`src/fdd_cfg_pkg.sv`:
```
package fdd_cfg_pkg;

    // kept low so a simulated revolution stays short
    localparam int SYS_CLK_HZ = 4_000_000;

    localparam int MS_DIV     = SYS_CLK_HZ / 1000;
    localparam int RPM300_DIV = SYS_CLK_HZ / 5;      // 300 rpm, 5 rev/s
    localparam int RPM360_DIV = SYS_CLK_HZ / 6;      // 360 rpm, 6 rev/s

    // half bit cells, two per bit
    localparam int CELL_DIV_250  = SYS_CLK_HZ / (2 * 250_000);
    localparam int CELL_DIV_500  = SYS_CLK_HZ / (2 * 500_000);
    localparam int CELL_DIV_1000 = SYS_CLK_HZ / (2 * 1_000_000);

    localparam int SPINUP_MS  = 3;
    localparam int SETTLE_MS  = 3;
    localparam int MAX_TRACKS = 80;
    localparam int NUM_UNITS  = 4;

    localparam logic [7:0] GAP_BYTE = 8'h4E;

    typedef enum logic [1:0] {DENS_250, DENS_500, DENS_1000} density_e;
    typedef enum logic [1:0] {SZ_128, SZ_256, SZ_512, SZ_1024} sec_size_e;

    typedef struct packed {
        density_e   density;
        sec_size_e  sec_size;
        logic [5:0] sectors;   // sectors per track
        logic       mfm;       // 0 FM, 1 MFM
        logic       rpm360;    // 0 300 rpm, 1 360 rpm
    } fdd_geom_t;

    typedef enum logic [2:0] {CS_IDLE, CS_SPINUP, CS_SETTLE, CS_LOAD, CS_STREAM} ctrl_state_e;

    // raw sector bytes on one track, 63 x 1024 still fits
    function automatic logic [15:0] track_bytes(input fdd_geom_t g);
        return 16'({10'd0, g.sectors} << (7 + g.sec_size));
    endfunction

endpackage

```
`src/fdd_bus_pkg.sv`:
```
package fdd_bus_pkg;

    // shugart bus, all lines active low except usel
    typedef struct packed {
        logic [1:0] usel;
        logic       motor_n;
        logic       step_n;
        logic       sdir_n;    // low steps inward
        logic       side_n;
    } fdd_bus_in_t;

    typedef struct packed {
        logic ready_n;
        logic wprot_n;
        logic track0_n;
        logic index_n;
        logic read_data_n;
    } fdd_bus_out_t;

    typedef struct packed {
        logic [1:0] unit;
        logic [6:0] track;
        logic       side;
    } fdd_pos_t;

    typedef struct packed {
        logic [31:0] lba;
        logic [5:0]  blk_cnt;
    } sd_req_t;

endpackage

```
`src/fdd_track_loader.sv`:
```
`timescale 1ns/1ns

module fdd_track_loader import fdd_cfg_pkg::*, fdd_bus_pkg::*; (
    input  logic        clk,
    input  logic        reset,
    input  logic        load_req,
    input  fdd_pos_t    load_pos,
    input  fdd_geom_t   cur_geom,
    output sd_req_t     sd_req,
    output logic        sd_rd,
    input  logic        sd_ack,
    input  logic [12:0] sd_buff_addr,
    input  logic [7:0]  sd_buff_dout,
    input  logic        sd_buff_wr,
    output logic        wr_en,
    output logic [12:0] wr_addr,
    output logic [7:0]  wr_data,
    output logic        load_done
);

    fdd_pos_t    pend_pos;
    logic        pend;
    logic        busy;
    logic        ack_q;
    logic [5:0]  bpt;        // 512 byte blocks per track
    logic [31:0] lba;

    assign bpt = 6'((17'(track_bytes(cur_geom)) + 17'd511) >> 9);

    // image laid out unit by unit, then track, then side
    assign lba = ((32'(pend_pos.unit) * MAX_TRACKS + 32'(pend_pos.track)) * 2
                  + 32'(pend_pos.side)) * 32'(bpt);

    always_ff @(posedge clk) begin
        if (reset) begin
            pend      <= 1'b0;
            pend_pos  <= '0;
            busy      <= 1'b0;
            ack_q     <= 1'b0;
            sd_rd     <= 1'b0;
            sd_req    <= '0;
            load_done <= 1'b0;
        end else begin
            ack_q     <= sd_ack;
            load_done <= 1'b0;
            if (load_req)
                pend_pos <= load_pos;
            if (!busy && pend) begin
                sd_req <= '{lba: lba, blk_cnt: bpt};
                sd_rd  <= 1'b1;
                busy   <= 1'b1;
                pend   <= load_req;      // keep a request that lands now
            end else if (load_req) begin
                pend <= 1'b1;
            end
            if (sd_rd && sd_ack)
                sd_rd <= 1'b0;           // host has taken the request
            if (busy && ack_q && !sd_ack) begin
                busy      <= 1'b0;
                load_done <= 1'b1;
            end
        end
    end

    assign wr_en   = busy & sd_ack & sd_buff_wr;
    assign wr_addr = sd_buff_addr;
    assign wr_data = sd_buff_dout;

endmodule

```
`config.mk`:
```
export PLATFORM = sky130hd
export DESIGN_NAME = fdd_track_loader
export DESIGN_NICKNAME = d
export VERILOG_FILES = /design/src/fdd_cfg_pkg.sv /design/src/fdd_bus_pkg.sv /design/src/fdd_track_loader.sv
export SDC_FILE = /design/constraint.sdc
export NUM_CORES = 1
export LEC_CHECK = 0
export ABC_AREA = 1
export BUFFER_PORTS_ARGS = -buffer_cell sky130_fd_sc_hd__buf_2
export CAP_MARGIN = 5
export CORE_MARGIN = 2
export CORE_UTILIZATION = 53
export CTS_BUF_LIST = sky130_fd_sc_hd__clkbuf_4 sky130_fd_sc_hd__clkbuf_8 sky130_fd_sc_hd__clkbuf_16
export DETAILED_ROUTE_END_ITERATION = 12
export GPL_TIMING_DRIVEN = 1
export PLACE_DENSITY = 0.81
export REMOVE_ABC_BUFFERS = 1
export SYNTH_ARGS = -nofsm -noshare
export SYNTH_HDL_FRONTEND = slang
export SYNTH_SLANG_ARGS = --single-unit
```
`constraint.sdc`:
```
create_clock -name clk -period 5.5 [get_ports clk]
set_input_delay 0 -clock clk [delete_from_list [all_inputs] [get_ports clk]]
set_output_delay 0 -clock clk [all_outputs]
set_load 0.02 [all_outputs]
```
* After elaboration in Yosys (flattened, before gate mapping)
Index checks and enable logic that the tools add are counted.
** Word-level totals
- Register bits :: 53
- Word-level logic and storage cells :: 31
** Operators by class
- Bitwise gates (word level) :: 2
- Reductions and logical operators :: 9
- Mux-type cells :: 3
- $add $sub $neg :: 4
- $mul :: 2
- Shift operators :: 1
** Operators by type and width (count)
- $mul A12 B6 Y18 :: 1
- $add A15 B9 Y15 const B :: 1
- $shl A6 B4 Y15 :: 1
- $add A11 B1 Y12 :: 1
- $add A9 B7 Y10 :: 1
- $mul A2 B3 Y5 const B :: 1
- $add A3 B2 Y4 const A :: 1
- $logic_and A1 B1 Y1 :: 4
- $reduce_or A2 Y1 :: 2
- $mux W1 :: 3
- $and A1 B1 Y1 :: 2
- $logic_not A1 Y1 :: 2
- $reduce_bool A2 Y1 :: 1

* Longest topological paths before layout
Gate-level depths: netlist (run 1).
- Word-level depth :: 4
- Mapped depth :: 29
- Gate-level depth less buffers :: 28

* Worst setup path before layout (run 1)
Ideal clock, no wire load.
- Path type :: input to register
- Start point :: input cur_geom[8] in the netlist's numbering
- End point :: register sd_req[18] in the netlist's numbering
- Stages :: 25
- Buffers on the path :: 1
- Path slack :: 1.002 ns
- Data required time :: 5.385 ns
- Arrival time :: 4.382 ns
- Setup time :: 0.115 ns
- Cell sequence :: inv_2 > ha_1 > buf_2 > inv_2 > nand3_1 > nand2_2 > o21ai_4 > nand2_2 > nor2_4 > nand3_2 > nand2_2 > inv_2 > nor2_1 > fa_1 > fa_1 > inv_1 > fa_1 > inv_1 > ha_1 > a21oi_1 > a21boi_0 > o21ai_0 > xor2_1 > o21ai_0 > inv_1
** Between the ends
- Longest elaborated chain between the ends :: 4
** Ends and longest elaborated chain
- start: declaration :: RTL line fdd_track_loader.sv:8 : input fdd_geom_t cur_geom,
- $add A3 B2 Y4 :: RTL line fdd_cfg_pkg.sv:37 : return 16'({10'd0, g.sectors} << (7 + g.sec_size));
- $shl A6 B4 Y15 :: RTL line fdd_cfg_pkg.sv:37
- $add A15 B9 Y15 :: RTL line fdd_track_loader.sv:28 : assign bpt = 6'((17'(track_bytes(cur_geom)) + 17'd511) >> 9);
- $mul A12 B6 Y18 :: RTL line fdd_track_loader.sv:32 : + 32'(pend_pos.side)) * 32'(bpt);
- end signal: assignment :: RTL line fdd_track_loader.sv:49 : sd_req <= '{lba: lba, blk_cnt: bpt};
- end: declaration :: RTL line fdd_track_loader.sv:9 : output sd_req_t sd_req,
Every way passes these cells.
A chain may end at the register's enable or synchronous reset.

* Worst setup path after layout (run 1)
Ends and elaborated chain as after synthesis.

==> impl_metrics.tcl, run 1 <==
set metrics [dict create \
    drt-total-wl_mm 8.98 \
    ios 110 \
    synth_area_leader_cell "dfxtp_1" \
    setup_viol 0 \
    slew_headroom_pct 42.0 \
    drc_errors 0 \
    critPathArrivalTime_ps 5180 \
    cts_max_level 2 \
    synthFlopType "dfxtp_1" \
    clockRootBuffer "clkbuf_8" \
    synth_simple_gate_area_share_pct 25.2 \
    critPathMaxStageDelay_ps 540 \
    die-width_microns 90.7 \
    critPathSlowestCell "fa_1" \
    ant_nets 0 \
    syn_inst 557 \
    path_delay_family "adder cells" \
    critPathLaunchType "input port" \
    syn_to_final_growth_pct 8.13 \
    diodes 0 \
    cp-end-kind "register" \
    synth_area_leaders "dfxtp_1 19%, fa_1 17%, ha_1 9.7%" \
    synth_mux_area_share_pct 0 \
    synthAdderAreaFrac_pct 26.8 \
    hold_path.class "input port to register" \
    synth.distinct_cells 33 \
    die_h_microns 90.7 \
    rows 31 \
    syn_area_per_cell_sq_um 7.16 \
    tritoncts "done" \
    layout_worst_path_cycle_share_pct 90.5 \
    synth_compound_area_share_pct 10.0 \
    violations "hold timing" \
    cp.required_ps 5700 \
    core_sq_mm 0.00725 \
    synth_top_family_by_area "adder cells" \
    power_density_mw_per_mm2 272 \
    maxCapViolations 0 \
    antenna_found_initial 0 \
    final_util_pct 59.4 \
    place_hpwl_mm 7.04 \
    yosysSeqAreaShare_pct 19.1 \
    drt-initial-drc-count 179 \
    syn_area_sq_mm 0.00399 \
    peakVddDrop_v 0.000136 \
    grt_max_degree 37 \
    clk_pin_slew_ps 80 \
    start_util_pct 55.0 \
    synth_top_cell_area_share_pct 19.1 \
    nNetsFinal 703 \
    gr-total-overflow 0 \
    min_period_ps 4980 \
    routed_via_density 5.21 \
    port_buffers 48 \
    die_area_sq_mm 0.00823 \
    async_flop_share_pct 0 \
    vias 3597 \
    gp_congestion 0.986 \
    yosys_warnings 0 \
    ys_ff_latch 38 \
    cts.sinks 38 \
    synth-xor-area-share_pct 2.20 \
    finalSetupTns_ps 0 \
    outcome "complete, but fails checks" \
    finalHoldViolations 1 \
    tightest_slew_ps 864 \
    holdWs_ps -0.481 \
    total_power_mw 1.17 \
    skew_ps 4.16 \
    rsz0062_at_grt "no" \
    drv_slew 0 \
    grt_pass1_wl_mm 15.8 \
    insertion_delay_ps 300 \
    drive_above_1_share_pct 13.7 \
    synth_edf_count 0 \
    drt-pass1-iter-count 5 \
    cp_max_fo 10 \
    grt_use_total_pct 23.2 \
    grt_pass1_vias 3550 \
    post_drt_wl_per_cell_microns 13.0 \
    path_common_cell "nand2_2" \
    leakage_nw 2.34 \
    cp_num_buf_inv 6 \
    path_class "input port to register" \
    numCtsBuffers 5 \
    clk_path_buf_depth 2 \
    fmax_mhz 201 \
]
[metal layers]
layer  wire length (microns)  global-route usage (%)
met2                    4330                    38.6
met1                    3870                    29.9
met4                     142                    6.92
met5                       0                    2.56
met3                     636                    5.34
[layout make-up]
class / count / area, sq um
fillers: 694 / 2940
multi-input cells: 393 / 2620
flip-flops and latches: 38 / 761
inverters: 94 / 353
repair buffers: 58 / 340
well taps: 99 / 124
clock buffers: 5 / 68.8
clock inverters: 3 / 45.0
[through the flow]
stage	hold WS, ps	cells	cell area (sq um)	setup WS [ps]
2_1_floorplan	0	525	3730	972
3_3_place_gp	0.436	672	4100	393
3_5_place_dp	0.436	672	4100	217
4_1_cts	0.268	690	4310	515
5_1_grt	0.162	690	4310	118
6_report	-0.481	690	4310	522
[synth_stat cells (9+ instances only)]
library cell / instances
nand3_1: 37
nand2_1: 72
xor2_1: 9
ha_1: 31
buf_4: 36
fa_1: 34
inv_1: 88
nor2_1: 93
o21ai_0: 34
dfxtp_1: 38
a21oi_1: 28
nand2_2: 12
[cell usage in the layout (no fill, tap or decap), types with 2 or more instances in the layout]
cell type	netlist	final
clkinv_1	2	2
nand2_4	2	2
nand2_1	72	72
fa_1	34	34
nand4_1	7	7
clkinvlp_4	0	2
inv_2	4	4
xor2_1	9	9
clkbuf_8	0	5
o21bai_1	2	2
a31oi_1	2	2
inv_1	88	88
conb_1	1	15
dlygate4sd3_1	0	10
a21oi_1	28	28
nand3_2	3	3
nor2_1	93	93
buf_2	1	48
dfxtp_1	38	38
nand3_1	37	37
o21ai_0	34	34
nand2_2	12	12
o211ai_1	3	3
ha_1	31	30
[state kept, by name (all words and copies together) (netlist names)]
signal	count
ack_q	1
busy	1
load_done	1
pend_pos	10
sd_req	23
pend	1
sd_rd	1
[repair_timing]
item                                   CTS  global route
resized for setup                        0             1
setup endpoints to repair                0             1
endpoints found under the hold margin   11             0
buffers inserted                         0             0
hold buffers                            10             0
[final timing paths]
check | from | endpoint | slack [ps] | depth (start not counted)
max | cur_geom[8] | sd_req[18] | 520 | 25
min | load_pos[2] | pend_pos[2] | -0.5 | 3
max reg2reg | pend_pos[8] | sd_req[21] | 890 | 20
min reg2reg | sd_rd | sd_rd | 450 | 1
[where the power goes]
part	internal, mW	switching [mW]
Sequential	0.299	0.0125
Clock	0.135	0.108
Combinational	0.218	0.400
Total	0.652	0.520
[worst min-delay path: stages]
cell and delay, ps:
buf_2 80, o21ai_0 70, a21oi_1 110
[cell families (layout without fill, tap and decap cells)]
| family | count (synthesis) | count (layout) |
|---|---|---|
| AO/OA/AOI/OAI | 73 | 73 |
| XOR/XNOR | 10 | 10 |
| buffers and inverters | 140 | 160 |
| other | 1 | 15 |
| adder cells (fa/ha/maj) | 65 | 65 |
| AND/OR/NAND/NOR | 230 | 230 |
| flip-flops | 38 | 38 |
(Power assumes the default switching activity.)
==> run 2, diff against run 1 <==
--- a/config.mk
+++ b/config.mk
@@ -14,6 +14,7 @@
 export DETAILED_ROUTE_END_ITERATION = 12
 export GPL_TIMING_DRIVEN = 1
 export PLACE_DENSITY = 0.81
+export RECOVER_POWER = 50
 export REMOVE_ABC_BUFFERS = 1
 export SYNTH_ARGS = -nofsm -noshare
 export SYNTH_HDL_FRONTEND = slang
==> impl_metrics.tcl, run 2 (synthesis gave the netlist of run 1 again) <==
set metrics [dict create \
    critPathMaxStageDelay_ps 540 \
    p_sw_uw 521 \
    start_util_pct 55.0 \
    rows 31 \
    finalSetupTns_ps 0 \
    clk_path_buf_depth 2 \
    place_hpwl_mm 7.04 \
    slew_headroom_pct 41.3 \
    grt_use_total_pct 23.2 \
    ios 110 \
    path_common_cell "nand2_2" \
    regToRegStartpoint "pend_pos[8]" \
    drt-initial-drc-count 185 \
    skew_ps 3.64 \
    layout_common_cells "93 x nor2_1, 88 x inv_1, 72 x nand2_1, 38 x dfxtp_1, 37 x nand3_1" \
    largest-register "sd_req" \
    cp_num_buf_inv 6 \
    insertion_delay_ps 300 \
    power_density_mw_per_mm2 273 \
    r2r_slack_ps 870 \
    intPower_uw 649 \
    peakVddDrop_v 0.000136 \
    path_delay_family "adder cells" \
    grt_pass1_wl_mm 15.8 \
    combPwrFrac_pct 52.6 \
    syn_to_final_growth_pct 7.56 \
    clk_pin_slew_ps 80 \
    fmax_mhz 201 \
    tightest_slew_ps 874 \
    die_h_microns 90.7 \
    drt-total-wl_mm 9.03 \
    antenna_found_initial 0 \
    finalHoldViolations 1 \
    hold_path.class "input port to register" \
    tritoncts "done" \
    grt_pass1_vias 3550 \
    worstReg2RegEnd "sd_req[21]" \
    fin_ws_ps 525 \
    pwr-share-clk_pct 20.8 \
    cts_max_level 2 \
    drive_above_1_share_pct 10.7 \
    final_common_cell "nor2_1" \
    p_sw_share_pct 44.6 \
    vias 3610 \
    dpl_cell_area_sq_mm 0.00410 \
    setup_viol 0 \
    holdWs_ps -0.125 \
    layout_worst_path_cycle_share_pct 90.5 \
    die_area_sq_mm 0.00823 \
    numCtsBuffers 5 \
    critPathArrivalTime_ps 5180 \
    largestRegisters "sd_req (23), pend_pos (10)" \
    rsz0062_at_grt "no" \
    final_cell_area_sq_mm 0.00429 \
    critPathLaunchType "input port" \
    post_drt_wl_per_cell_microns 13.1 \
    outcome "complete, but fails checks" \
    largest_reg_flops 23 \
    grt_max_degree 37 \
    min_period_ps 4980 \
    seqPwrFrac_pct 26.6 \
    gr-total-overflow 0 \
    pre_cts_slack_ps 217 \
    core_sq_mm 0.00725 \
    clockRootBuffer "clkbuf_8" \
    path_class "input port to register" \
    gp_congestion 0.986 \
    routed_via_density 5.23 \
    cts_setup_buffers 0 \
    drc_errors 0 \
    violations "hold timing" \
    holdCritStartpoint "load_pos[2]" \
    reg2regPathDepth 20 \
    cts.sinks 38 \
    whs_path_depth 3 \
    drt-pass1-iter-count 5 \
    cp.required_ps 5700 \
    nNetsFinal 703 \
    die-width_microns 90.7 \
    diodes 0 \
    ant_nets 0 \
    whs_endpoint "pend_pos[2]" \
    maxCapViolations 0 \
    leakage_nw 2.27 \
    cp_max_fo 10 \
    drv_slew 0 \
    cp-end-kind "register" \
    port_buffers 48 \
    critPathSlowestCell "fa_1" \
]
==> run 2: cell count changes in the layout (fill, tap and decap cells not counted), sizes merged <==
| cell | before | now |
|---|---|---|
| clkbuf | 5 | 23 |
| buf | 48 | 30 |
==> run 2: area by class of cell <==
cell class	count	area, sq um
clock buffer	5	68.8
clock inverter	3	45.0
multi-input combinational	393	2620
inverter	94	353
timing repair buffer	58	318
tap	99	124
sequential	38	761
fill	701	2960
==> run 2: how the worst max path moves through the flow <==
stage | start | end | cells past startpoint
after CTS | cur_geom[8] | sd_req[16] | 26
after floorplan | cur_geom[8] | sd_req[18] | 24
after global routing | cur_geom[8] | sd_req[16] | 27
after global placement | cur_geom[8] | sd_req[18] | 25
final | cur_geom[8] | sd_req[18] | 25
after detailed placement | cur_geom[8] | sd_req[16] | 26
==> run 2: repair_timing <==
item / 4_1_cts / 5_1_grt
resized for setup: 0 / 1
setup endpoints to repair: 0 / 1
hold buffers: 10 / 0
endpoints found under the hold margin: 11 / 0
==> run 2: per-stage QoR <==
stage | utilization, % | hold WS (ps) | std cells | power (mW)
after detailed placement | 56.5 | 0.436 | 672 | 0.921
after CTS | 59.4 | 0.268 | 690 | 1.18
after global routing | 59.1 | 0.162 | 690 | 1.29
final | 59.1 | -0.125 | 690 | 1.17
after global placement | 56.5 | 0.436 | 672 | 0.905
after floorplan | - | 0 | 525 | 0.786
==> run 2: power by group through the flow <==
stage | registers, mW | clock network (mW) | logic, mW
after CTS | 0.311 | 0.251 | 0.617
after global placement | 0.317 | 0 | 0.588
final | 0.312 | 0.243 | 0.615
after global routing | 0.315 | 0.262 | 0.709
after detailed placement | 0.318 | 0 | 0.604
after floorplan | 0.338 | 0 | 0.448
==> run 2: per-layer routing <==
metal  wire (microns)  global-route usage [%]
met5                0                    2.56
met4              152                    6.92
met3              620                    5.34
met2             4330                    38.6
met1             3930                    29.9
==> run 2: tightest hold or removal path: stages <==
cell and delay, ps:
buf_2 80, o21ai_0 70, a21oi_1 110
==> run 3, diff against run 2 <==
--- a/config.mk
+++ b/config.mk
@@ -8,12 +8,14 @@
 export ABC_AREA = 1
 export BUFFER_PORTS_ARGS = -buffer_cell sky130_fd_sc_hd__buf_2
 export CAP_MARGIN = 5
+export CELL_PAD_IN_SITES_DETAIL_PLACEMENT = 0
+export CELL_PAD_IN_SITES_GLOBAL_PLACEMENT = 1
 export CORE_MARGIN = 2
-export CORE_UTILIZATION = 53
+export CORE_UTILIZATION = 38
 export CTS_BUF_LIST = sky130_fd_sc_hd__clkbuf_4 sky130_fd_sc_hd__clkbuf_8 sky130_fd_sc_hd__clkbuf_16
 export DETAILED_ROUTE_END_ITERATION = 12
 export GPL_TIMING_DRIVEN = 1
-export PLACE_DENSITY = 0.81
+export PLACE_DENSITY_LB_ADDON = 0.1
 export RECOVER_POWER = 50
 export REMOVE_ABC_BUFFERS = 1
 export SYNTH_ARGS = -nofsm -noshare
==> impl_metrics.tcl, run 3 (synthesis gave the netlist of run 1 again) <==
set metrics [dict create \
    outcome "complete, no violations" \
    skew_ps 9.34 \
    cts.sinks 38 \
    drt-initial-drc-count 134 \
    path_common_cell "nand2_1" \
    final_cell_area_sq_mm 0.00431 \
    fmax_mhz 203 \
    start_util_pct 38.8 \
    peakVddDrop_v 0.000129 \
    cp.required_ps 5750 \
    port_buffers 48 \
    nNetsFinal 701 \
    fill_cells 1153 \
    setup_viol 0 \
    drt-total-wl_mm 9.30 \
    critPathMaxStageDelay_ps 550 \
    fin_cells 725 \
    slew_headroom_pct 38.7 \
    total_power_mw 1.17 \
    gr-total-overflow 0 \
    vias 3534 \
    largestRegisters "sd_req (23), pend_pos (10)" \
    clk_path_buf_depth 2 \
    cp_num_buf_inv 6 \
    die-width_microns 106 \
    clk_pin_slew_ps 80 \
    place_hpwl_mm 7.56 \
    rsz0062_at_grt "no" \
    cts_setup_buffers 0 \
    ant_nets 0 \
    critPathArrivalTime_ps 5180 \
    finalSetupTns_ps 0 \
    largest-register "sd_req" \
    grt_pass1_wl_mm 16.3 \
    drive_above_1_share_pct 10.5 \
    core_sq_mm 0.0103 \
    holdWs_ps 0.185 \
    largest_reg_flops 23 \
    final_common_cell "nor2_1" \
    die_area_sq_mm 0.0113 \
    cp_max_fo 10 \
    grt_pass1_vias 3530 \
    path_class "input port to register" \
    path_delay_family "adder cells" \
    insertion_delay_ps 300 \
    numCtsBuffers 5 \
    ios 110 \
    tritoncts "done" \
    pre_cts_slack_ps 159 \
    dpl_cell_area_sq_mm 0.00415 \
    fin_ws_ps 568 \
    drc_errors 0 \
    power_density_mw_per_mm2 272 \
    tightest_slew_ps 913 \
    critPathLaunchType "input port" \
    diodes 0 \
    layout_worst_path_cycle_share_pct 89.7 \
    layout_common_cells "93 x nor2_1, 88 x inv_1, 72 x nand2_1, 38 x dfxtp_1, 37 x nand3_1" \
    cp-end-kind "register" \
    dp_cells 710 \
    grt_max_degree 37 \
    cts_max_level 2 \
    drt-pass1-iter-count 4 \
    gp_congestion 0.828 \
    min_period_ps 4930 \
    finalHoldViolations 0 \
    antenna_found_initial 0 \
    final_util_pct 41.9 \
    hold_path.class "input port to output pin" \
    rows 37 \
    drv_slew 0 \
    die_h_microns 106 \
    clockRootBuffer "clkbuf_8" \
    post_drt_wl_per_cell_microns 12.8 \
    syn_to_final_growth_pct 8.06 \
    critPathSlowestCell "fa_1" \
    routed_via_density 4.87 \
    maxCapViolations 0 \
    leakage_nw 2.26 \
    grt_use_total_pct 17.8 \
]
run 3: where the power goes:
| group | internal [mW] | total [mW] | switching [mW] |
|---|---|---|---|
| sequential | 0.299 | 0.312 | 0.0128 |
| combinational | 0.213 | 0.613 | 0.400 |
| clock | 0.135 | 0.247 | 0.112 |
run 3: area by class of cell:
cell class | instances | area [sq um] | area share [%]
clock buffer | 5 | 68.8 | 1.60
clock inverter | 3 | 45.0 | 1.05
inverter | 94 | 353 | 8.19
multi-input combinational | 393 | 2620 | 60.7
sequential | 38 | 761 | 17.7
tap | 136 | 170 | 3.95
timing repair buffer | 56 | 294 | 6.82
run 3: layer usage:
metal	share of wire, %	GRT usage, %	vias up
met5	0	0	-
met4	0.74	3.06	0
met3	5.1	4.35	5
met2	46	29.9	80
met1	48	23.5	1700
li1	-	-	1749
run 3: what timing repair did:
| item | 4_1_cts | 5_1_grt |
|---|---|---|
| gates resized for setup | 0 | 1 |
| hold endpoints to repair | 9 | 0 |
| hold buffers | 7 | 0 |
| endpoints found under the setup margin | 0 | 2 |
run 3: path summary, 6_finish.rpt:
| check | from | to | slack [ps] | cells past startpoint |
|---|---|---|---|---|
| setup / recovery | cur_geom[8] | sd_req[16] | 570 | 26 |
| hold / removal | sd_buff_dout[6] | wr_data[6] | 0.2 | 0 |
| setup reg to reg | pend_pos[8] | sd_req[21] | 980 | 20 |
| hold reg to reg | sd_rd | sd_rd | 460 | 1 |
